==> src/verilog/icache_pkg.sv <==
package icache_pkg;

        // basic geometry
        localparam int WORD_W         = 32;
        localparam int WORDS_PER_LINE = 8;
        localparam int NUM_WAYS       = 4;

        // address split: line address, word index, byte offset
        localparam int BYTE_OFF_W  = 2;
        localparam int WORD_IDX_W  = $clog2(WORDS_PER_LINE);
        localparam int LINE_ADDR_W = WORD_W - WORD_IDX_W - BYTE_OFF_W;

        typedef logic [WORD_W-1:0]                line_t_word;
        typedef line_t_word                       word_t;
        typedef logic [WORD_W*WORDS_PER_LINE-1:0] line_t;
        typedef logic [NUM_WAYS-1:0]              way_mask_t;

        // byte address as seen by the fetch port
        typedef struct packed {
                logic [LINE_ADDR_W-1:0] line_addr;
                logic [WORD_IDX_W-1:0]  word_idx;
                logic [BYTE_OFF_W-1:0]  byte_off;  // ignored, fetches are word aligned
        } fetch_addr_t;

        // one beat of the refill burst
        typedef struct packed {
                word_t data;
                logic  last;
        } mem_beat_t;

        // refill write into tags and data
        typedef struct packed {
                logic                   we;
                way_mask_t              way;
                logic [LINE_ADDR_W-1:0] line_addr;
        } fill_t;

        typedef enum logic [2:0] {
                IDLE,
                LOOKUP,
                READ,
                RESP,
                MEM_REQ,
                RECV,
                REFILL
        } ctrl_state_e;

endpackage

==> src/verilog/plru_victim.sv <==
module plru_victim import icache_pkg::*; #(
        parameter int NUM_SETS = 8
) (
        input  logic        clk,
        input  logic        rst,
        input  fetch_addr_t cur_addr,
        input  logic        hit_commit,
        input  way_mask_t   hit_way,
        input  way_mask_t   valid_bits,
        output way_mask_t   victim
);

        localparam int SET_W = $clog2(NUM_SETS);

        // root: upper pair used last, lo: way 1 used last, hi: way 3 used last
        logic [NUM_SETS-1:0] age_root;
        logic [NUM_SETS-1:0] age_lo;
        logic [NUM_SETS-1:0] age_hi;

        logic [SET_W-1:0] set_idx;
        way_mask_t        inv;
        way_mask_t        first_inv;
        way_mask_t        tree_way;

        assign set_idx = cur_addr.line_addr[SET_W-1:0];

        always_ff @(posedge clk) begin
                if (rst) begin
                        age_root <= '0;
                        age_lo   <= '0;
                        age_hi   <= '0;
                end else if (hit_commit) begin
                        age_root[set_idx] <= hit_way[2] | hit_way[3];
                        // only the pair that was hit moves its own bit
                        if (hit_way[0] | hit_way[1]) age_lo[set_idx] <= hit_way[1];
                        if (hit_way[2] | hit_way[3]) age_hi[set_idx] <= hit_way[3];
                end
        end

        // lowest numbered invalid way
        assign inv       = ~valid_bits;
        assign first_inv = inv & (~inv + way_mask_t'(1));

        // walk the tree away from the recently used side
        always_comb begin
                tree_way = '0;
                if (age_root[set_idx]) begin
                        tree_way[age_lo[set_idx] ? 0 : 1] = 1'b1;
                end else begin
                        tree_way[age_hi[set_idx] ? 2 : 3] = 1'b1;
                end
        end

        assign victim = (|inv) ? first_inv : tree_way;

        assert property (@(posedge clk) disable iff (rst) $onehot(victim));

endmodule

==> config.mk <==
export PLATFORM = sky130hd
export DESIGN_NAME = plru_victim
export DESIGN_NICKNAME = d
export VERILOG_FILES = /design/src/verilog/icache_pkg.sv /design/src/verilog/plru_victim.sv
export SDC_FILE = /design/constraint.sdc
export NUM_CORES = 1
export LEC_CHECK = 0
export ABC_CLOCK_PERIOD_IN_PS = 1250
export CORE_MARGIN = 8
export CORE_UTILIZATION = 30
export CTS_BUF_LIST = sky130_fd_sc_hd__clkbuf_4 sky130_fd_sc_hd__clkbuf_8
export CTS_CLUSTER_DIAMETER = 150
export CTS_CLUSTER_SIZE = 40
export DETAILED_ROUTE_END_ITERATION = 6
export DONT_BUFFER_PORTS = 1
export PLACE_DENSITY = 0.44
export SETUP_SLACK_MARGIN = 0.3
export SYNTH_ARGS = -nofsm -noshare
export SYNTH_HDL_FRONTEND = slang
export SYNTH_SLANG_ARGS = --single-unit
==> constraint.sdc <==
create_clock -name clk -period 1.25 [get_ports clk]
set_input_delay 0.0625 -clock clk [delete_from_list [all_inputs] [get_ports clk]]
set_output_delay 0.0625 -clock clk [all_outputs]
set_load 0.05 [all_outputs]
==> run metrics, run 1 <==
status finished, violations left; failing checks negative setup slack; PD cells 973 nW/um^2; Final Skew 0 ps; post-synthesis sequential area ratio 0.400; CP arrival 1850 ps; RSZ-0062 raised after global routing yes; Yosys top cell area share 0.400; Post-DP HPWL 2.21 mm; # Max-Cap Violations 0; DIE HEIGHT 79.3 um; Final Wtd Congestion 0.743; Worst slew margin 0.370; aggregate global routing overflow 0; Worst setup EP type primary output; CP startpoint kind register; Max Slew Vio Count 0; crit share post-route 1.53; layout cells sized above 1 0.230; DP Area 1340 sq um; total global-route track usage 0.106; CORE AREA 3910 sq um; Seq cells post-synth 24; syn_area_per_cell 9.24 sq um; Synth Area in XOR/XNOR 0; drt wl/cell 17.0 um; Final Instance Area 1480 sq um; Critical Path RT 1190 ps; met2 usage 0.173; HP Class in -> reg; Ports 47; Syn Nets 173; CTS H-tree depth 1; synthesized area 1200 sq um; Hold Vio Cnt, Final 0; Routed Antenna Nets 0; Final WS setup -658 ps; initial core utilization 0.307; gate count of the mapped netlist 130; Site Rows 23; Synth Area in Compound Gates 0.169; first-iteration detailed-routing DRC count 34; Die X 79.3 um; final net count 180; main combinational cell family by area after synthesis simple AND/OR/NAND/NOR gates; Synth Area in Simple Gates 0.233; largest net degree at the start of global routing 25; number of global-route vias before repair 990; clock buffer depth 2; Crit Path Category reg -> out; crit path time final 1910 ps; Num CTS Buffers 3; Clock Sinks 24; Area contributors post-synth dfxtp_1 (40%), a22oi_1 (10%), nor2_1 (7.8%); final setup violation count 4; met1 usage 0.129; die area 6280 sq um; LEAKAGE 0.509 nW; vias 987; antenna cell count 0; Syn. warnings 0; Via density 5.34; Peak Freq 524 MHz; drt pass-1 iters 4; synth unique cells 22; antenna violations before repair 0; Most Crowded Layer GR met2; root buffer cell clkbuf_8; DRT Wirelength 3.14 mm; fin util 0.377; DRC 0; port bufs 0; Post-Synth Adder-Cell Area 0; area delta synth->final 22.8%; CTS tree yes; CP max FO 3; met3 Usage GRT 0.0248; worst vdd ir 0.459 mV; Clock Latency Late Sink 260 ps; area leader, netlist dfxtp_1; Worst-Margin Slew 945 ps; mux share of post-synthesis cell area 0.150; first-pass GRT wire length 5.20 mm; Reg clk slew, reported paths 80 ps
## layout make-up
type / count / area (sq um)
Timing Repair Buffer: 15 / 160
Clock buffer: 3 / 41.3
Tap cell: 50 / 62.6
Fill cell: 409 / 2440
Sequential cell: 24 / 482
Inverter: 1 / 3.75
Multi-Input combinational cell: 92 / 726
## cell usage in the layout (no fill, tap or decap), types with 2 or more instances in the layout
master and count:
dlygate4sd3_1 5, a211oi_1 8, dlymetal6s4s_1 2, nand2_1 17
buf_12 2, nor2_1 25, mux2_4 3, dfxtp_1 23
mux4_2 6, a22oi_1 16, buf_4 6, and4bb_2 3
clkbuf_8 3, and4b_1 3
## stage by stage
| stage | total power, mW | setup slack, ps | instances | setup TNS, ps | hold slack [ps] |
|---|---|---|---|---|---|
| finish | 1.44 | -658 | 185 | -2360 | 4.19 |
| global route | 1.52 | -736 | 185 | -2660 | 9.23 |
| CTS | 1.47 | -684 | 185 | -2530 | 1.43 |
| detailed placement | 0.962 | -381 | 174 | -1300 | 140 |
| global placement | 0.960 | -362 | 174 | -1260 | 138 |
| floorplan | 0.961 | -366 | 130 | -1130 | 135 |
## synthesized netlist by cell type, drive strengths merged
cell and instances:
nor2 25, dfxtp 24, nand2 18, a22oi 16, clkbuf 9, a211oi 8, mux4 6, buf 4
and4b 3, and4bb 3, mux2 3, and4 2, o21ai 2, a21oi 1, inv 1, nand2b 1
nand3 1, nand3b 1, nor4b 1, o31ai 1
## critical path: stages, from the launching register on
cell,delay (ps)
dfxtp_2,320
mux4_2,460
mux2_4,290
nand3b_1,200
a21oi_4,160
buf_12,150
## sequential cells by signal, summed over array words and instances (netlist names)
signal and flops:
age_root 8, age_lo 8, age_hi 8
## worst paths after layout
| kind | end | start | cells after the start | slack, ps |
|---|---|---|---|---|
| worst max-delay path | victim[2] | age_root[3]$_SDFFE_PP0P_ | 5 | -660 |
| worst min-delay path | age_lo[2]$_SDFFE_PP0P_ | hit_way[0] | 3 | 4 |
| worst max register to register | age_hi[6]$_SDFFE_PP0P_ | age_hi[6]$_SDFFE_PP0P_ | 3 | 470 |
| worst min register to register | age_lo[0]$_SDFFE_PP0P_ | age_lo[0]$_SDFFE_PP0P_ | 2 | 500 |
## report_power, final
group	internal, mW	switching, mW	total [mW]
clock network	0.215	0.229	0.444
logic	0.0985	0.0982	0.197
registers	0.784	0.0102	0.794
## cells by family after synthesis
family,count (synthesis)
multiplexers,9
AND/OR/NAND/NOR,55
buffers and inverters,14
AO/OA/AOI/OAI,28
flip-flops,24
## repair_timing
item	4_1_cts	5_1_grt
pin swaps	2	2
endpoints found under the setup margin	4	28
resized for setup	7	3
hold buffers	7	0
setup buffers	1	0
endpoints found under the hold margin	24	0
## layer usage
metal  routed length, um  part of all wire
met4                  40             0.013
met2                1510              0.48
met5                   0                 0
met3                 226             0.072
met1                1360              0.43
Note: power is estimated with default switching activity, not from simulation.
==> run 2: changes to the inputs <==
--- a/config.mk
+++ b/config.mk
@@ -7,14 +7,14 @@
 export LEC_CHECK = 0
 export ABC_CLOCK_PERIOD_IN_PS = 1250
 export CORE_MARGIN = 8
-export CORE_UTILIZATION = 30
+export CORE_UTILIZATION = 50
 export CTS_BUF_LIST = sky130_fd_sc_hd__clkbuf_4 sky130_fd_sc_hd__clkbuf_8
 export CTS_CLUSTER_DIAMETER = 150
 export CTS_CLUSTER_SIZE = 40
 export DETAILED_ROUTE_END_ITERATION = 6
 export DONT_BUFFER_PORTS = 1
-export PLACE_DENSITY = 0.44
-export SETUP_SLACK_MARGIN = 0.3
+export PLACE_DENSITY = 0.67
+export SETUP_SLACK_MARGIN = 0.4
 export SYNTH_ARGS = -nofsm -noshare
 export SYNTH_HDL_FRONTEND = slang
 export SYNTH_SLANG_ARGS = --single-unit
==> run metrics, run 2 (synthesized netlist as in run 1, its figures left out) <==
Ports 47 (unchanged); antenna violations before repair 0 (unchanged); DIE HEIGHT 65.0 um (-18%); Hold Vio Cnt, Final 1 (+1); total global-route track usage 0.132 (+0.0260); Final Wtd Congestion 0.785 (+5.7%); initial core utilization 0.538 (+0.231); Routed Antenna Nets 0 (unchanged); CTS Hold Buffers Added 5 (-2); setup slack, reg-to-reg 450 ps (-20 ps); placed cell count 150 (-14%); # Post-CTS Setup Buffers 0 (-1); drt wl/cell 16.7 um (-1.6%); Place WS -378 ps (+3.54 ps); Worst-Margin Slew 872 ps (-73.7 ps); root buffer cell clkbuf_4; Num CTS Buffers 3 (unchanged); Worst setup EP type primary output; # Max-Cap Violations 0 (unchanged); final setup violation count 4 (unchanged); antenna cell count 0 (unchanged); Crit Path Category reg -> out; layout cells sized above 1 0.221 (-0.00826); worst r2r src age_lo[2]$_SDFFE_PP0P_; reg2reg end age_lo[2]$_SDFFE_PP0P_; HP Class in -> reg; Clock Latency Late Sink 300 ps (+40 ps); number of global-route vias before repair 924 (-6.7%); Die X 65.0 um (-18%); status finished, violations left; Reg clk slew, reported paths 130 ps (+50 ps); top flop regs age_hi (8), age_lo (8), age_root (8); die area 4230 sq um (-33%); clock buffer depth 2 (unchanged); Final Instance Count excl. Fillers 159 (-14%); Post-DP HPWL 1.90 mm (-14%); CTS tree yes; Max Slew Vio Count 0 (unchanged); Hold Path Sink age_root[0]$_SDFFE_PP0P_; vias 963 (-2.4%); CP startpoint kind register; hold wc startpoint cur_addr[5]; port bufs 0 (unchanged); PD cells 1000 nW/um^2 (+3.1%); largest net degree at the start of global routing 25 (unchanged); area delta synth->final 14.9%; Final WS setup -723 ps (-65.2 ps); Site Rows 17 (-26%); final net count 175 (-2.8%); crit share post-route 1.58 (+0.0521); CP max FO 3 (unchanged); Worst slew margin 0.419 (+0.0491); commonest non-fill, non-tap cells in the layout nor2_1 (25), dfxtp_1 (21), nand2_1 (18); setup TNS -2630 ps (-272 ps); RSZ-0062 raised after global routing yes; first-pass GRT wire length 4.49 mm (-14%); worst-case reg-to-reg path depth 3 (unchanged); DRT Wirelength 2.66 mm (-15%); hold depth 3 (unchanged); Seq. cell area 484 sq um (+0.52%); aggregate global routing overflow 0 (unchanged); CORE AREA 2230 sq um (-43%); Critical Path RT 1190 ps (about the same); first-iteration detailed-routing DRC count 42 (+24%); multi-input logic area 698 sq um (-3.8%); Clock Sinks 24 (unchanged); Via density 6.06 (+14%); LEAKAGE 0.495 nW (-2.9%); failing checks negative hold slack, negative setup slack; CTS H-tree depth 1 (unchanged); minimum hold slack -31.9 ps (-36.1 ps); Peak Freq 507 MHz (-3.3%); worst vdd ir 0.726 mV (+58%); CP arrival 1910 ps (+60 ps); drt pass-1 iters 4 (unchanged); Power Total 1.38 mW (-3.6%); commonest non-fill, non-tap cell in the layout nor2_1; crit path time final 1970 ps (+65.2 ps); FILL cells 185 (-55%); DRC 0 (unchanged); Final Skew 0 ps (unchanged)
## run 2: power breakdown
group	leakage [nW]	switching (mW)	total, mW	internal, mW
clock network	0.0210	0.227	0.404	0.178
logic	0.278	0.0957	0.184	0.0880
registers	0.196	0.0105	0.796	0.785
## run 2: layout make-up
cell class / count / share of cell area
Multi-Input combinational cell: 92 / 0.506
Sequential cell: 24 / 0.351
Timing Repair Buffer: 10 / 0.0888
Clock buffer: 4 / 0.0263
Tap cell: 28 / 0.0254
Inverter: 1 / 0.00272
## run 2: critical path, cell delays in order (launching register included)
cell      delay [ps]
dfxtp_2          340
mux4_2           460
mux2_4           290
nand3b_1         200
a21oi_4          160
buf_12           150
## run 2: worst max-delay path by stage
stage,from,to,depth (start not counted)
after floorplan,age_root[3]$_SDFFE_PP0P_,victim[2],4
after global placement,age_hi[5]$_SDFFE_PP0P_,victim[3],4
after detailed placement,age_root[7]$_SDFFE_PP0P_,victim[2],5
after CTS,age_root[7]$_SDFFE_PP0P_,victim[2],5
after global routing,age_root[3]$_SDFFE_PP0P_,victim[2],5
final,age_root[3]$_SDFFE_PP0P_,victim[2],5
## run 2: repair_timing
item | in CTS | in global routing
hold endpoints to repair | 24 | 1
pin swaps | 1 | 1
resized for setup | 4 | 6
endpoints found under the setup margin | 4 | 28
## run 2: stage by stage
| step | area [sq um] | util |
|---|---|---|
| finish | 1380 | 0.618 |
| detailed placement | 1280 | 0.575 |
| floorplan | 1280 | - |
| global route | 1380 | 0.618 |
| CTS | 1370 | 0.612 |
| global placement | 1280 | 0.575 |
## run 2: routing by layer
metal	part of all wire	track usage	wire (um)
met1	0.46	0.160	1230
met2	0.47	0.219	1250
met3	0.059	0.0378	156
met4	0.0094	0.0409	25
met5	0	0	0
