==> src/verilog/icache_pkg.sv <==
package icache_pkg;

        // basic geometry
        localparam int WORD_W         = 32;
        localparam int WORDS_PER_LINE = 8;
        localparam int NUM_WAYS       = 4;

        // address split: line address, word index, byte offset
        localparam int BYTE_OFF_W  = 2;
        localparam int WORD_IDX_W  = $clog2(WORDS_PER_LINE);
        localparam int LINE_ADDR_W = WORD_W - WORD_IDX_W - BYTE_OFF_W;

        typedef logic [WORD_W-1:0]                line_t_word;
        typedef line_t_word                       word_t;
        typedef logic [WORD_W*WORDS_PER_LINE-1:0] line_t;
        typedef logic [NUM_WAYS-1:0]              way_mask_t;

        // byte address as seen by the fetch port
        typedef struct packed {
                logic [LINE_ADDR_W-1:0] line_addr;
                logic [WORD_IDX_W-1:0]  word_idx;
                logic [BYTE_OFF_W-1:0]  byte_off;  // ignored, fetches are word aligned
        } fetch_addr_t;

        // one beat of the refill burst
        typedef struct packed {
                word_t data;
                logic  last;
        } mem_beat_t;

        // refill write into tags and data
        typedef struct packed {
                logic                   we;
                way_mask_t              way;
                logic [LINE_ADDR_W-1:0] line_addr;
        } fill_t;

        typedef enum logic [2:0] {
                IDLE,
                LOOKUP,
                READ,
                RESP,
                MEM_REQ,
                RECV,
                REFILL
        } ctrl_state_e;

endpackage

==> src/verilog/refill_collector.sv <==
module refill_collector import icache_pkg::*; (
        input  logic      clk,
        input  logic      rst,
        input  logic      mem_rsp_valid,
        input  mem_beat_t mem_rsp,
        input  logic      mem_rsp_ready,
        output line_t     line,
        output logic      fill_done
);

        logic [WORD_IDX_W-1:0] beat_cnt;
        logic                  beat_acc;

        assign beat_acc = mem_rsp_valid && mem_rsp_ready;

        // beats come in word order, slot follows the counter
        always_ff @(posedge clk) begin
                if (beat_acc) begin
                        line[beat_cnt*WORD_W +: WORD_W] <= mem_rsp.data;
                end
        end

        always_ff @(posedge clk) begin
                if (rst) begin
                        beat_cnt  <= '0;
                        fill_done <= 1'b0;
                end else begin
                        fill_done <= beat_acc && mem_rsp.last;
                        if (beat_acc) begin
                                // wrap on last, ready for the next burst
                                beat_cnt <= mem_rsp.last ? '0 : beat_cnt + 1'b1;
                        end
                end
        end

        // burst length must match the line
        assert property (@(posedge clk) disable iff (rst)
                beat_acc |-> (mem_rsp.last == (beat_cnt == WORD_IDX_W'(WORDS_PER_LINE - 1))));

endmodule

==> config.mk <==
export PLATFORM = sky130hd
export DESIGN_NAME = refill_collector
export DESIGN_NICKNAME = d
export VERILOG_FILES = /design/src/verilog/icache_pkg.sv /design/src/verilog/refill_collector.sv
export SDC_FILE = /design/constraint.sdc
export NUM_CORES = 1
export LEC_CHECK = 0
export ABC_AREA = 1
export BUFFER_PORTS_ARGS = -buffer_cell sky130_fd_sc_hd__buf_2
export CORE_ASPECT_RATIO = 0.6
export CORE_MARGIN = 1
export CORE_UTILIZATION = 28
export CTS_BUF_LIST = sky130_fd_sc_hd__clkbuf_2 sky130_fd_sc_hd__clkbuf_4 sky130_fd_sc_hd__clkbuf_8
export DETAILED_ROUTE_END_ITERATION = 8
export GPL_ROUTABILITY_DRIVEN = 0
export MAX_ROUTING_LAYER = met4
export PLACE_DENSITY_LB_ADDON = 0.2
export REMOVE_ABC_BUFFERS = 1
export SETUP_SLACK_MARGIN = 0.2
export SLEW_MARGIN = 20
export SYNTH_ARGS = -nofsm -noshare
export SYNTH_HDL_FRONTEND = slang
export SYNTH_SLANG_ARGS = --single-unit
==> constraint.sdc <==
create_clock -name clk -period 3.08 [get_ports clk]
set_input_delay 0.462 -clock clk [delete_from_list [all_inputs] [get_ports clk]]
set_output_delay 0.462 -clock clk [all_outputs]
set_load 0.005 [all_outputs]
==> flow_summary.json, run 1 <==
{
  "status": "finished clean",
  "grt_usage_pct": 17.8,
  "fin_tns_setup_ns": 0,
  "yosysSeqAreaShare_pct": 77.4,
  "peakVddDrop_mv": 0.248,
  "grt_overflow": 0,
  "cts_sinks": 260,
  "synthArstFlopShare_pct": 0,
  "max_cap_viol_count": 0,
  "viasPerCell": 4.44,
  "netlist_area_um2": 10000,
  "die-area_um2": 36600,
  "port_buffers": 293,
  "mostFrequentLayoutCells": "buf_2 (293), nor2_1 (258), edfxtp_1 (256), nand2_1 (68), inv_1 (46)",
  "grt_max_degree": 44,
  "p_per_area_nw_per_um2": 575,
  "critPathArrivalTime_ns": 2.74,
  "drt-initial-drc-count": 459,
  "end_kind": "flip-flop",
  "io-pin-count": 294,
  "tightest_slew_ns": 0.635,
  "start_kind": "flip-flop",
  "yosys_warnings": 0,
  "avgRoutedWirePerCell_um": 20.1,
  "drtAntennaViolNets": 0,
  "coreArea_um2": 35100,
  "final.period_utilization_pct": 81.3,
  "post-cts-setup-buffers": 0,
  "p_leak_nw": 5.70,
  "layout_commonest_cell": "buf_2",
  "final-setup-viol-count": 0,
  "clk_root_buffer_cell": "clkbuf_8",
  "grt_pass1_vias": 7030,
  "final_util_pct": 37.0,
  "finalMaxSlewViolations": 0,
  "ys.flop_type": "edfxtp_1",
  "clock_path_buffers": 3,
  "max_freq_ghz": 0.399,
  "start_util_pct": 28.6,
  "numCtsBuffers": 42,
  "ys_ff_latch": 260,
  "num_vias": 7101,
  "clkLatencyLatePin_ns": 0.57,
  "final_cell_area_um2": 13000,
  "area_growth_pct": 29.5,
  "worstSetupPathType": "reg2reg",
  "dr.pass1.iters": 5,
  "htreeDepth": 2,
  "wl_mm": 32.2,
  "post_dp_cell_area_um2": 12200,
  "n_antenna_cell": 0,
  "postSynthCellCount": 792,
  "cts_tree": "built",
  "hold_slack_ns": 0.0712,
  "crit_fanout": 24,
  "drc": 0,
  "grt_pass1_wl_mm": 45.9,
  "dp_hpwl_mm": 22.2,
  "syn_avg_cell_area_um2": 12.7,
  "cts_resized": 0,
  "antenna_found_initial": 0,
  "critPathMaxStageDelay_ns": 0.42,
  "max_slew_margin_pct": 57.6,
  "skew_ns": 0.0191,
  "synth.distinct_cells": 20,
  "synth_edf_count": 256,
  "clk_pin_slew_ns": 0.07,
  "postCtsHoldBufs": 0,
  "nets": 1149,
  "hp-class": "in2reg",
  "post-route-min-period_ns": 2.50,
  "dieWidth_um": 246,
  "hold_violations": 0,
  "dieHeight_um": 149,
  "rsz0062_at_grt": "false",
  "rows": 53,
  "worstPathRequired_ns": 3.32,
  "worstPathCellList": "inv_1 > ha_2 > inv_2 > nand2_1 > nor2_1 > nand2_2 > nor2_4 > buf_12",
  "layout-drive-gt1-share_pct": 35.2,
  "critPathSlowestCell": "dfxtp_1"
}
[report_power, final]
part	internal (mW)	switching [mW]	leakage [nW]
Sequential	3.89	0.00815	2.85
Combinational	0.129	0.472	2.43
Clock	1.59	1.39	0.415
Total	5.61	1.87	5.70
[worst max-delay path, delay by kind of cell, from the launching register on]
family,cells,cell delay [ns]
simple gates,4,0.62
buf+inv,3,0.69
flops,1,0.42
fa+ha+maj,1,0.42
[area by class of cell]
| type | instances | area [um2] |
|---|---|---|
| flip-flops and latches | 260 | 7770 |
| clock buffers | 53 | 673 |
| repair buffers | 317 | 1720 |
| clock inverters | 18 | 131 |
| multi-input cells | 434 | 1940 |
| fillers | 3522 | 22100 |
| inverters | 50 | 188 |
| well taps | 467 | 584 |
[metrics by stage]
stage	std cells	total power, mW	worst slack, ns
after floorplan	744	4.24	-3.24
after global placement	1528	4.58	0.616
final	1599	7.48	0.575
after detailed placement	1528	4.58	0.589
after CTS	1599	7.58	0.550
after global routing	1599	7.77	0.397
[per-layer routing]
metal / vias to the layer above / GRT usage [%] / routed length, um
met4: 0 / 4.91 / 622
met1: 3465 / 23.1 / 14100
li1: 3311 / - / -
met5: - / - / 0
met3: 50 / 4.82 / 2440
met2: 275 / 27.3 / 15100
[cell usage after synthesis, types with 2 or more instances]
cell type	instances	share of area [%]
buf_2	20	1.0
nand3_1	45	2.2
buf_1	15	0.56
buf_4	7	0.52
dfxtp_1	4	0.80
edfxtp_1	256	77
nand4_1	24	1.5
nor3_1	14	0.70
ha_1	7	0.87
nor2_4	2	0.22
nor2_1	266	9.9
inv_1	47	1.8
nand2_1	71	2.7
inv_2	3	0.11
clkbuf_1	6	0.22
[logic make-up (layout without fill, tap and decap cells)]
family	Yosys count	after routing	synth area share (%)
flip-flops	260	260	77.4
AO/OA/AOI/OAI	2	2	0.125
buffers and inverters	98	438	4.17
adder cells (fa/ha/maj)	7	7	0.872
AND/OR/NAND/NOR	424	424	17.4
XOR/XNOR	1	1	0.0872
[registers in the layout, indices dropped and copies added, names as in the netlist]
register	cells
beat_cnt	3
fill_done	1
line	256
[final timing paths]
check	start	end	slack, ns	cells past startpoint
worst max-delay path	beat_cnt[1]	line[30]	0.58	8
worst min-delay path	rst	fill_done	0.07	2
worst max register to register	beat_cnt[1]	line[30]	0.58	8
worst min register to register	beat_cnt[2]	beat_cnt[2]	0.56	3
Note: power is estimated with default switching activity, not from simulation.
==> run 2: changes to the inputs <==
Settings changed: ABC_AREA 1 to 0.
Clock period 3.08 ns to 2.6 ns, I/O delays scaled along.
==> run 2 against run 1 <==
Against the previous run:
- die area grew 1.6%
- combinational power shrank 30%
- via count is 2.2% lower
- register-to-register slack lost 0.25 ns
- power is 14% higher
- global-route usage up 0.39 points
- non-clock buffer count grew 14
- critical path depth shrank 2
- clock skew down 0.0082 ns
- fmax grew 10%
- utilization rose by 0.25 points
==> flow_summary.json, run 2 <==
{
  "status": "finished clean",
  "cp_num_buf_inv": 2,
  "clock_path_buffers": 3,
  "synth_top_family_by_area": "simple AND/OR/NAND/NOR gates",
  "coreArea_um2": 35400,
  "drtAntennaViolNets": 0,
  "worstSetupEndpoint": "line[25]",
  "postCtsHoldBufs": 0,
  "grt_max_degree": 97,
  "crit_fanout": 18,
  "dp.cells": 1407,
  "startpoint": "beat_cnt[0]",
  "synth_commonest_cells": "edfxtp_1 (256), nor4_1 (74), nor2_1 (61)",
  "regMostFlops": "line",
  "n_antenna_cell": 0,
  "io-pin-count": 294,
  "worstSetupPathType": "reg2reg",
  "yosys_warnings": 0,
  "yosysSeqAreaShare_pct": 76.1,
  "r2r_start": "beat_cnt[0]",
  "reg2reg_slack_ns": 0.33,
  "rsz0062_at_grt": "false",
  "nets": 1028,
  "worstPathCellList": "inv_1 > ha_1 > ha_1 > or4b_4 > nor3_4 > buf_12",
  "drc": 0,
  "antenna_found_initial": 1,
  "end_kind": "flip-flop",
  "ff_latch_area_um2": 7770,
  "area_growth_pct": 29.3,
  "largest_register_ffs": 256,
  "postSynthCellCount": 666,
  "grt_overflow": 0,
  "p_leak_nw": 4.88,
  "cp_top_family": "simple AND/OR/NAND/NOR gates",
  "final_cell_area_um2": 13200,
  "synth-compound-area-share_pct": 0.552,
  "netlist_area_um2": 10200,
  "numCtsBuffers": 42,
  "grt_pass1_wl_mm": 47.9,
  "avgRoutedWirePerCell_um": 22.4,
  "htreeDepth": 2,
  "synth-adder-area-share_pct": 0.858,
  "fin_cells": 1479,
  "synthXorXnorAreaFrac_pct": 0,
  "dr.pass1.iters": 4,
  "rows": 53,
  "post-route-min-period_ns": 2.27,
  "synthArstFlopShare_pct": 0,
  "p_per_area_nw_per_um2": 645,
  "num_vias": 6944,
  "finalMaxSlewViolations": 0,
  "final_util_pct": 37.3,
  "fill_cells": 3497,
  "clk_root_buffer_cell": "clkbuf_8",
  "dieWidth_um": 248,
  "layout-drive-gt1-share_pct": 43.6,
  "dp_hpwl_mm": 22.2,
  "critPathMaxStageDelay_ns": 0.53,
  "viasPerCell": 4.70,
  "crit_cells": 6,
  "die-area_um2": 37200,
  "clkLatencyLatePin_ns": 0.55,
  "drt-initial-drc-count": 536,
  "start_util_pct": 28.8,
  "syn_avg_cell_area_um2": 15.3,
  "ys.flop_type": "edfxtp_1",
  "yosys-top-cells-area": "edfxtp_1 (75%), nor4_1 (4.5%), nor3_2 (2.9%)",
  "critPathArrivalTime_ns": 2.53,
  "critPathSlowestCell": "or4b_4",
  "path_common_cell": "ha_1",
  "hp-class": "in2reg",
  "wl_mm": 33.1,
  "max_cap_viol_count": 0,
  "hold_violations": 0,
  "finalPower_mw": 8.51,
  "cts_resized": 1,
  "reg2regPathDepth": 6,
  "reg_top3": "line (256), beat_cnt (3), fill_done (1)",
  "grt_usage_pct": 18.2,
  "worstPathRequired_ns": 2.85,
  "hold_path_depth": 2,
  "synthSimpleGateAreaFrac_pct": 18.4,
  "port_buffers": 293,
  "post_dp_cell_area_um2": 12400,
  "grt_pass1_vias": 6825,
  "max_slew_margin_pct": 34.8,
  "cts_tree": "built",
  "synth_largest_area_cell": "edfxtp_1",
  "skew_ns": 0.0110,
  "multi_input_area_um2": 2090,
  "tightest_slew_ns": 0.970,
  "peakVddDrop_mv": 0.284,
  "synth_edf_count": 256,
  "cts_sinks": 260,
  "reg2reg_to": "line[25]",
  "final-setup-viol-count": 0,
  "synth_mux_area_share_pct": 0,
  "post-cts-setup-buffers": 0,
  "synth_most_common_cell": "edfxtp_1",
  "start_kind": "flip-flop",
  "ys_ff_latch": 260,
  "max_freq_ghz": 0.440,
  "dieHeight_um": 150,
  "synth.distinct_cells": 34,
  "clk_pin_slew_ns": 0.06,
  "synth_top_area_share_pct": 75.3,
  "setup_slack_ns": 0.329,
  "mostFrequentLayoutCells": "buf_2 (293), edfxtp_1 (256), nor4_1 (74), nor2_1 (57), clkbuf_8 (43)",
  "place_ws_ns": 0.118,
  "layout_commonest_cell": "buf_2",
  "final.period_utilization_pct": 87.3
}
[run 2: cell types whose count changed after synthesis, sizes merged, moves of 14 or more]
cell    before  now
and2         0   38
clkbuf       6   24
inv         50   35
nand2       72    3
nand2b       0   14
nand3       45    4
nand4       24    0
nor2       269   61
nor3        14   70
nor4         0   74
nor4b        0   24
[run 2: cell type report]
| cell class | count | share of cell area (%) |
|---|---|---|
| Timing Repair Buffer | 331 | 13.8 |
| Clock inverter | 14 | 0.645 |
| Sequential cell | 260 | 58.9 |
| Tap cell | 467 | 4.43 |
| Inverter | 35 | 0.996 |
| Clock buffer | 58 | 5.34 |
| Multi-Input combinational cell | 314 | 15.9 |
[run 2: where the power goes]
group	internal (mW)	total, mW	switching, mW
registers	4.59	4.61	0.0141
logic	0.131	0.421	0.290
clock network	1.84	3.48	1.64
total	6.56	8.51	1.94
[run 2: per-layer routing]
layer,vias up,track usage [%],wire [um]
met1,3520,26.2,16400
met2,235,25.1,14000
met3,40,4.92,2190
li1,3149,-,-
met4,0,4.16,495
met5,-,-,0
[run 2: worst register-to-register path, cell delays in order (launching register included)]
cell,delay [ns]
dfxtp_1,0.33
inv_1,0.08
ha_1,0.22
ha_1,0.36
or4b_4,0.53
nor3_4,0.24
buf_12,0.21
[run 2: kinds of logic (layout without fill, tap and decap cells)]
| group | after synthesis | in the layout |
|---|---|---|
| AOI/OAI and AO/OA | 7 | 7 |
| buffers and inverters | 92 | 438 |
| adders and majority gates | 7 | 7 |
| and+or+nand+nor | 300 | 300 |
| DFF | 260 | 260 |
[run 2: worst min path at each step]
stage / startpoint / endpoint / slack (ns)
finish: rst / beat_cnt[0] / 0.06
global route: rst / beat_cnt[0] / 0.04
CTS: rst / beat_cnt[0] / 0.01
detailed placement: rst / beat_cnt[0] / 0.61
global placement: rst / beat_cnt[1] / 0.62
floorplan: rst / beat_cnt[0] / 0.46
[run 2: stage by stage]
step	hold slack, ns	TNS (ns)
2_1_floorplan	0.459	-606.25
3_3_place_gp	0.621	0
3_5_place_dp	0.610	0
4_1_cts	0.0104	0
5_1_grt	0.0353	0
6_report	0.0591	0
