<file path="src/verilog/icache_pkg.sv">
package icache_pkg;

        // basic geometry
        localparam int WORD_W         = 32;
        localparam int WORDS_PER_LINE = 8;
        localparam int NUM_WAYS       = 4;

        // address split: line address, word index, byte offset
        localparam int BYTE_OFF_W  = 2;
        localparam int WORD_IDX_W  = $clog2(WORDS_PER_LINE);
        localparam int LINE_ADDR_W = WORD_W - WORD_IDX_W - BYTE_OFF_W;

        typedef logic [WORD_W-1:0]                line_t_word;
        typedef line_t_word                       word_t;
        typedef logic [WORD_W*WORDS_PER_LINE-1:0] line_t;
        typedef logic [NUM_WAYS-1:0]              way_mask_t;

        // byte address as seen by the fetch port
        typedef struct packed {
                logic [LINE_ADDR_W-1:0] line_addr;
                logic [WORD_IDX_W-1:0]  word_idx;
                logic [BYTE_OFF_W-1:0]  byte_off;  // ignored, fetches are word aligned
        } fetch_addr_t;

        // one beat of the refill burst
        typedef struct packed {
                word_t data;
                logic  last;
        } mem_beat_t;

        // refill write into tags and data
        typedef struct packed {
                logic                   we;
                way_mask_t              way;
                logic [LINE_ADDR_W-1:0] line_addr;
        } fill_t;

        typedef enum logic [2:0] {
                IDLE,
                LOOKUP,
                READ,
                RESP,
                MEM_REQ,
                RECV,
                REFILL
        } ctrl_state_e;

endpackage

</file>
<file path="src/verilog/icache_ctrl.sv">
module icache_ctrl import icache_pkg::*; (
        input  logic        clk,
        input  logic        rst,
        input  logic        req_valid,
        input  fetch_addr_t req_addr,
        output logic        req_ready,
        output logic        rsp_valid,
        input  logic        rsp_ready,
        output logic        mem_req_valid,
        output fetch_addr_t mem_req_addr,
        input  logic        mem_req_ready,
        output logic        mem_rsp_ready,
        input  logic        hit,
        input  way_mask_t   hit_way,
        input  way_mask_t   victim,
        input  logic        fill_done,
        output fetch_addr_t cur_addr,
        output logic        hit_commit,
        output logic        miss_commit,
        output logic        read_en,
        output fill_t       fill
);

        ctrl_state_e state, state_nxt;
        way_mask_t   victim_q;

        always_ff @(posedge clk) begin
                if (rst) begin
                        state <= IDLE;
                end else begin
                        state <= state_nxt;
                end
        end

        always_comb begin
                state_nxt = state;
                case (state)
                        IDLE:    if (req_valid) state_nxt = LOOKUP;
                        LOOKUP:  state_nxt = hit ? READ : MEM_REQ;
                        READ:    state_nxt = RESP;
                        RESP:    if (rsp_ready) state_nxt = IDLE;
                        MEM_REQ: if (mem_req_ready) state_nxt = RECV;
                        // collector flags the burst one cycle after the last beat
                        RECV:    if (fill_done) state_nxt = REFILL;
                        REFILL:  state_nxt = RESP;
                        default: state_nxt = IDLE;
                endcase
        end

        // request address, held for the whole transaction
        always_ff @(posedge clk) begin
                if (rst) begin
                        cur_addr <= '0;
                end else if (req_valid && req_ready) begin
                        cur_addr <= req_addr;
                end
        end

        // way picked at the miss, target of the refill
        always_ff @(posedge clk) begin
                if (state == LOOKUP && !hit) begin
                        victim_q <= victim;
                end
        end

        assign req_ready     = (state == IDLE);
        assign rsp_valid     = (state == RESP);
        assign mem_req_valid = (state == MEM_REQ);
        assign mem_rsp_ready = (state == RECV);
        assign hit_commit    = (state == LOOKUP) && hit;
        // victim valid bit drops here so a half-filled way never hits
        assign miss_commit   = (state == LOOKUP) && !hit;
        assign read_en       = (state == READ);

        // line aligned read address
        always_comb begin
                mem_req_addr           = cur_addr;
                mem_req_addr.word_idx  = '0;
                mem_req_addr.byte_off  = '0;
        end

        always_comb begin
                fill.we        = (state == REFILL);
                fill.way       = victim_q;
                fill.line_addr = cur_addr.line_addr;
        end

        assert property (@(posedge clk) disable iff (rst)
                fill.we |-> $onehot(fill.way));

        // data read in READ relies on the hit way staying put after LOOKUP
        assert property (@(posedge clk) disable iff (rst)
                hit_commit |=> hit && hit_way == $past(hit_way));

endmodule

</file>
<file path="config.mk">
export PLATFORM = sky130hd
export DESIGN_NAME = icache_ctrl
export DESIGN_NICKNAME = d
export VERILOG_FILES = /design/src/verilog/icache_pkg.sv /design/src/verilog/icache_ctrl.sv
export SDC_FILE = /design/constraint.sdc
export NUM_CORES = 1
export LEC_CHECK = 0
export BUFFER_PORTS_ARGS = -buffer_cell sky130_fd_sc_hd__buf_2
export CAP_MARGIN = 10
export CORE_ASPECT_RATIO = 0.8
export CORE_MARGIN = 2
export CORE_UTILIZATION = 43
export DETAILED_ROUTE_END_ITERATION = 10
export GPL_ROUTABILITY_DRIVEN = 0
export PLACE_DENSITY = 0.89
export SLEW_MARGIN = 20
export SYNTH_ARGS = -nofsm -noshare
export SYNTH_HDL_FRONTEND = slang
export SYNTH_SLANG_ARGS = --single-unit
</file>
<file path="constraint.sdc">
create_clock -name clk -period 2.7 [get_ports clk]
set_clock_uncertainty 0.15 [all_clocks]
set_input_delay 0.27 -clock clk [delete_from_list [all_inputs] [get_ports clk]]
set_output_delay 0.27 -clock clk [all_outputs]
set_load 0.1 [all_outputs]
</file>
==> results.toml, run 1 <==
[sta]
min_period_over_period_pct = 88.5
rsz0062_at_grt = "false"
finalHoldViolCount = 0
setup_viol = 0
setup_tns_ns = 0
final.min_clock_period_ns = 2.39
max_freq_ghz = 0.418
finalMaxSlewViolations = 0
slew_headroom_pct = 57.2
worstMarginPinSlew_ns = 0.642

[drt]
drt_first_pass_iters = 4
vias = 1703
drc = 0
wl_per_cell_um = 10.7
drt-initial-drc-count = 37
wl_mm = 3.99
antenna_left = 0
detail_route.vias_per_cell = 4.55

[synth]
synth_cells = 235
ys_ff_latch = 39
synth_warnings = 0
ys_seq_area_share_pct = 42.5
syn_area_per_cell_um2 = 8.22
ys_types = 22
syn-cell-area_um2 = 1930

[clocking]
cts_tree = "built"
cts_buffer_depth = 2
cts_resized = 0
cts_sinks = 39
post_cts_buffers = 0
htree_levels = 2
clock_latency_ns = 0.28
cts_root_buffer = "clkbuf_8"
holdBufCountCts = 0
path_clk_slew_ns = 0.06
numCtsBuffers = 5

[pwr]
leakagePower_nw = 1.26
powerDensity_nw_per_um2 = 972
vdd.ir_drop.worst_uv = 357

[floorplanning]
io_pins = 150
die_y_um = 64.0
row_count = 21
initial_core_util_pct = 45.4
die_w_um = 78.9
die-area_um2 = 5050
core-area_um2 = 4260

[worst_setup_path]
worst-setup-path-type = "reg2out"
slowest_delay_ns = 0.62
cp_max_fo = 15
critPathRequiredTime_ns = 2.28
critPathCaptureType = "primary output"
arrival_ns = 1.97
critical_path.top_delay_family = "flip-flops"
path_buf_inv = 1
path_cells = "nor4b_2, buf_2"
crit_slowest_cell = "dfxtp_1"
cp-start-kind = "flip-flop"

[final_layout]
final_common_cell = "buf_2"
drive_gt1_share_pct = 48.3
final_cells = 374
areaGrowthSynthToFinish_pct = 19.9
final_util_pct = 54.4
nNetsFinal = 363
final_area_um2 = 2320
layout_common_cells = "buf_2, nand2_1, a21oi_1, dfxtp_1"
n_antenna_cell = 0

[grt]
grt_start_max_net_pins = 36
grt_use_total_pct = 15.2
grt_pass1_wl_mm = 5.95
antenna_found_initial = 0
overflow = 0
first_global_vias = 1326

[flow_run]
drv_cap = 0

[placed_design]
portBuffers = 140
dp_hpwl_mm = 3.02
dp.cells = 366
placed_cell_area_um2 = 2240

[hold_path]
min_path_type = "in2reg"

[status]
status = "finished clean"
-- synthesized netlist by cell type --
cell	n	area, µm²
nor4b_2	1	15.0
a221oi_1	1	8.76
nand2_1	66	248
nor3b_1	3	22.5
mux2_1	1	11.3
a21oi_1	35	175
conb_1	1	3.75
buf_4	59	443
nor2_1	3	11.3
or4b_1	1	10.0
nand3b_1	1	7.51
nor4b_1	2	17.5
clkbuf_1	7	26.3
nor3_1	2	10.0
inv_1	1	3.75
and3b_1	2	17.5
buf_6	4	45.0
buf_2	4	20.0
edfxtp_1	4	120
mux2i_1	1	10.0
dfxtp_1	35	701
o21ai_0	1	5.00
-- final timing paths --
check / slack [ns] / from / cells after the start / endpoint
worst max-delay path: 0.31 / state[0] / 2 / miss_commit
worst max register to register: 0.92 / state[2] / 4 / cur_addr[10]
worst min register to register: 0.30 / cur_addr[3] / 2 / cur_addr[3]
worst min-delay path: 0.01 / victim[0] / 1 / victim_q[0]
-- flip-flops by register name, summed over array words and instances, names as in the netlist --
signal,count
victim_q,4
cur_addr,32
state,3
-- layer usage --
| layer | up-vias | wire, µm | GRT usage [%] |
|---|---|---|---|
| li1 | 848 | - | - |
| met1 | 766 | 1570 | 16.4 |
| met2 | 82 | 2020 | 27.5 |
| met3 | 7 | 333 | 3.95 |
| met4 | 0 | 66 | 7.76 |
| met5 | - | 0 | 0 |
-- metrics by stage --
stage / hold slack [ns] / worst slack [ns] / power (mW)
final: 0.0137 / 0.310 / 2.25
after global routing: 0.00156 / 0.153 / 2.34
after CTS: 0.00502 / 0.270 / 2.28
after detailed placement: 0.294 / 0.596 / 1.91
after global placement: 0.289 / 0.666 / 1.90
after floorplan: 0.219 / -0.664 / 1.85
-- report_power, final --
group          internal (mW)  switching (mW)
registers              0.635          0.0510
clock network          0.181           0.179
logic                  0.156            1.05
-- final cells by class --
cell class | instances | area, µm²
Sequential cell | 39 | 821
Inverter | 1 | 3.75
Tap cell | 57 | 71.3
Clock buffer | 7 | 76.3
Fill cell | 429 | 1940
Timing Repair Buffer | 144 | 731
Clock inverter | 1 | 5.00
Multi-Input combinational cell | 125 | 609
-- kinds of logic (layout without fill, tap and decap cells) --
| logic type | after synthesis | count (layout) | share of synthesized area, % |
|---|---|---|---|
| DFF | 39 | 39 | 42.5 |
| and+or+nand+nor | 81 | 81 | 18.6 |
| buffers and inverters | 75 | 153 | 27.8 |
| AOI/OAI and AO/OA | 37 | 37 | 9.78 |
| muxes | 2 | 2 | 1.10 |
| other | 1 | 5 | 0.194 |
Power figures use the tool's default switching activity.
==> inputs of run 2 (changes only) <==
Settings changed: REMOVE_ABC_BUFFERS set to 1.
==> results.toml, run 2 (same netlist as run 1, synthesis figures left out) <==
[status]
status = "finished clean"

[drt]
drt_first_pass_iters = 4
drt-initial-drc-count = 55
wl_mm = 4.18
wl_per_cell_um = 11.1
vias = 1706
detail_route.vias_per_cell = 4.54
drc = 0
antenna_left = 0

[grt]
grt_pass1_wl_mm = 6.60
first_global_vias = 1380
overflow = 0
grt_start_max_net_pins = 36
grt_use_total_pct = 16.7
antenna_found_initial = 0

[placed_design]
dp_hpwl_mm = 3.04
pre_cts_slack_ns = 0.743
placed_cell_area_um2 = 2230
dp.cells = 367
portBuffers = 140

[floorplanning]
die_y_um = 64.0
io_pins = 150
initial_core_util_pct = 45.4
core-area_um2 = 4260
die-area_um2 = 5050
row_count = 21
die_w_um = 78.9

[sta]
finalHoldViolCount = 0
final.min_clock_period_ns = 2.26
finalMaxSlewViolations = 0
setup_viol = 0
slew_headroom_pct = 58.7
layout_setup_ws_ns = 0.444
max_freq_ghz = 0.443
worst_hold_slack_ns = 0.0176
min_period_over_period_pct = 83.5
worstMarginPinSlew_ns = 0.620
setup_tns_ns = 0
rsz0062_at_grt = "false"

[final_layout]
final_area_um2 = 2320
layout_common_cells = "buf_2, nand2_1, a21oi_1, dfxtp_1"
drive_gt1_share_pct = 47.6
areaGrowthSynthToFinish_pct = 20.2
largestRegisters = "cur_addr: 32 flops, victim_q: 4 flops, state: 3 flops"
final_util_pct = 54.6
top_register = "cur_addr"
n_antenna_cell = 0
final_common_cell = "buf_2"
final_cells = 376
nNetsFinal = 365
largest_reg_flops = 32

[hold_path]
min_path_type = "in2reg"

[clocking]
htree_levels = 2
clock_latency_ns = 0.28
cts_tree = "built"
cts_sinks = 39
cts_buffer_depth = 2
path_clk_slew_ns = 0.07
numCtsBuffers = 5
cts_root_buffer = "clkbuf_8"

[worst_setup_path]
critPathCaptureType = "primary output"
arrival_ns = 1.84
critical_path.top_delay_family = "flip-flops"
worst-setup-path-type = "reg2out"
path_buf_inv = 2
critPathRequiredTime_ns = 2.28
cp_max_fo = 15
path_cells = "nor4b_1, buf_4, buf_2"
cp-start-kind = "flip-flop"
crit_slowest_cell = "dfxtp_1"
slowest_delay_ns = 0.63

[pwr]
powerDensity_nw_per_um2 = 972
leakagePower_nw = 1.26
power.total_mw = 2.26
vdd.ir_drop.worst_uv = 396

[flow_run]
drv_cap = 0
==> run 2: repair_timing <==
action,CTS,global route
hold buffers,0,1
endpoints found under the hold margin,0,1
gates resized for setup,0,0
setup buffers,0,0
==> run 2: layout make-up <==
class,count,area [µm²]
fillers,420,1930
flip-flops and latches,39,821
repair buffers,146,748
multi-input cells,125,597
clock buffers,7,76.3
well taps,57,71.3
clock inverters,1,5.00
inverters,1,3.75
==> run 2: where the power goes <==
| part | switching (mW) | total, mW | internal, mW |
|---|---|---|---|
| registers | 0.0528 | 0.688 | 0.635 |
| logic | 1.05 | 1.21 | 0.157 |
| clock network | 0.180 | 0.361 | 0.181 |
==> run 2: worst paths after layout <==
path | start | to | slack (ns) | cells after the start
worst max register to register | state[2] | cur_addr[10] | 0.95 | 4
worst min-delay path | victim[3] | victim_q[3] | 0.02 | 1
worst max-delay path | state[0] | miss_commit | 0.44 | 3
worst min register to register | cur_addr[2] | cur_addr[2] | 0.30 | 2
==> run 2: per-layer routing <==
layer / part of all wire (%) / track usage, %
met1: 40 / 19.5
met2: 49 / 29.2
met4: 0.86 / 5.82
met5: 0 / 0
met3: 10 / 4.80
==> inputs of run 3 (changes only) <==
Settings changed: CORE_UTILIZATION 43 to 36, PLACE_DENSITY 0.89 to 0.8.
Clock period 2.7 ns to 1.99 ns, I/O delays scaled along.
==> results.toml, run 3 (same netlist as run 1, synthesis figures left out) <==
[pwr]
clock_power_share_pct = 19.1
vdd.ir_drop.worst_uv = 617
powerDensity_nw_per_um2 = 1210
leakagePower_nw = 1.42
power_frac_seq_pct = 28.3
p_int_mw = 1.49
swShare_pct = 54.2
comb_power_share_pct = 52.6
p_switching_mw = 1.77

[sta]
final.min_clock_period_ns = 1.85
max_freq_ghz = 0.541
layout_setup_ws_ns = 0.143
worstMarginPinSlew_ns = 0.629
finalHoldViolCount = 0
setup_viol = 0
finalMaxSlewViolations = 0
slew_headroom_pct = 58.1
min_period_over_period_pct = 92.8
rsz0062_at_grt = "false"

[worst_setup_path]
critPathRequiredTime_ns = 1.64
cp_max_fo = 10
rr_worst_depth = 4
cp-start-kind = "flip-flop"
worst-setup-path-type = "reg2out"
critPathCaptureType = "primary output"
arrival_ns = 1.50

[clocking]
path_clk_slew_ns = 0.07
clock_latency_ns = 0.28
cts_sinks = 39
htree_levels = 2
cts_root_buffer = "clkbuf_8"
cts_tree = "built"
post_cts_buffers = 0
numCtsBuffers = 5
cts_buffer_depth = 2

[flow_run]
drv_cap = 0

[drt]
met3_length_um = 382
highest_layer = "met4"
wl_per_cell_um = 11.5
detail_route.vias_per_cell = 4.36
drc = 11
route.met2.wl_mm = 2.52
drt-initial-drc-count = 61
antenna_left = 0
drt_first_pass_iters = 9
wl_mm = 4.76
vias = 1806
wl_met1_mm = 1.84

[status]
violations = "DRC"
status = "finished with violations"

[grt]
grt_use_total_pct = 15.8
grt_start_max_net_pins = 36
grt_pass1_wl_mm = 7.67
overflow = 0
first_global_vias = 1675
antenna_found_initial = 0

[placed_design]
pre_cts_slack_ns = 0.354
placed_cell_area_um2 = 2270
dp_hpwl_mm = 3.13
dp.cells = 374
portBuffers = 140

[floorplanning]
die_y_um = 69.5
core-area_um2 = 5090
die-area_um2 = 5970
row_count = 23
io_pins = 150
initial_core_util_pct = 37.9
die_w_um = 85.9

[final_layout]
nNetsFinal = 398
fill_cells = 473
n_antenna_cell = 0
largestRegisters = "cur_addr: 32 flops, victim_q: 4 flops, state: 3 flops"
largest_reg_flops = 32
top_register = "cur_addr"
final_cells = 414
final_area_um2 = 2710
layout_common_cells = "buf_2, nand2_1, a21oi_1, dfxtp_1, dlygate4sd3_1"
drive_gt1_share_pct = 44.3
final_common_cell = "buf_2"
areaGrowthSynthToFinish_pct = 40.0

[hold_path]
min_path_type = "in2reg"
hold_depth = 3
run 3: worst max-delay path, cell delays in order (launching register included):
cell and delay, ns:
dfxtp_1 0.49, nor4b_1 0.26, buf_2 0.47
run 3: power by group through the flow:
| stage | registers (mW) | clock network (mW) | logic [mW] |
|---|---|---|---|
| floorplan | 2.05 | 0 | 0.278 |
| global placement | 0.932 | 0 | 1.66 |
| detailed placement | 0.937 | 0 | 1.67 |
| CTS | 0.919 | 0.656 | 1.72 |
| global route | 0.932 | 0.693 | 1.77 |
| finish | 0.921 | 0.624 | 1.72 |
run 3: per-layer routing:
layer  track usage, %  vias to the layer above
li1                 -                      920
met1             16.9                      794
met4             5.29                        0
met3             4.29                        2
met5                0                        -
met2             29.5                       90
run 3: timing repair:
item / in CTS / in global routing
endpoints found under the hold margin: 32 / 0
hold buffers: 32 / 0
endpoints found under the setup margin: 0 / 1
resized for setup: 0 / 4
run 3: through the flow:
stage | power, mW | setup TNS (ns) | utilization (%) | hold WS, ns
after CTS | 3.29 | 0 | 52.9 | 0.00342
final | 3.26 | 0 | 53.1 | 0.00828
after global routing | 3.40 | 0 | 53.1 | 0.0139
after global placement | 2.59 | 0 | 44.5 | 0.227
after floorplan | 2.32 | -86.84 | - | 0.118
after detailed placement | 2.60 | 0 | 44.5 | 0.227
run 3: path summary, 6_finish.rpt:
path / from / endpoint / slack [ns]
worst min-delay path: req_addr[2] / cur_addr[2] / 0.008
worst min register to register: cur_addr[0] / cur_addr[0] / 0.30
worst max register to register: state[0] / cur_addr[14] / 0.34
worst max-delay path: state[0] / hit_commit / 0.14
run 3: final cells by class:
| type | count | area [µm²] | area share, % |
|---|---|---|---|
| well taps | 62 | 77.6 | 2.87 |
| multi-input cells | 125 | 597 | 22.1 |
| inverters | 1 | 3.75 | 0.139 |
| clock buffers | 5 | 68.8 | 2.54 |
| repair buffers | 179 | 1100 | 40.6 |
| flip-flops and latches | 39 | 822 | 30.4 |
| clock inverters | 3 | 38.8 | 1.43 |
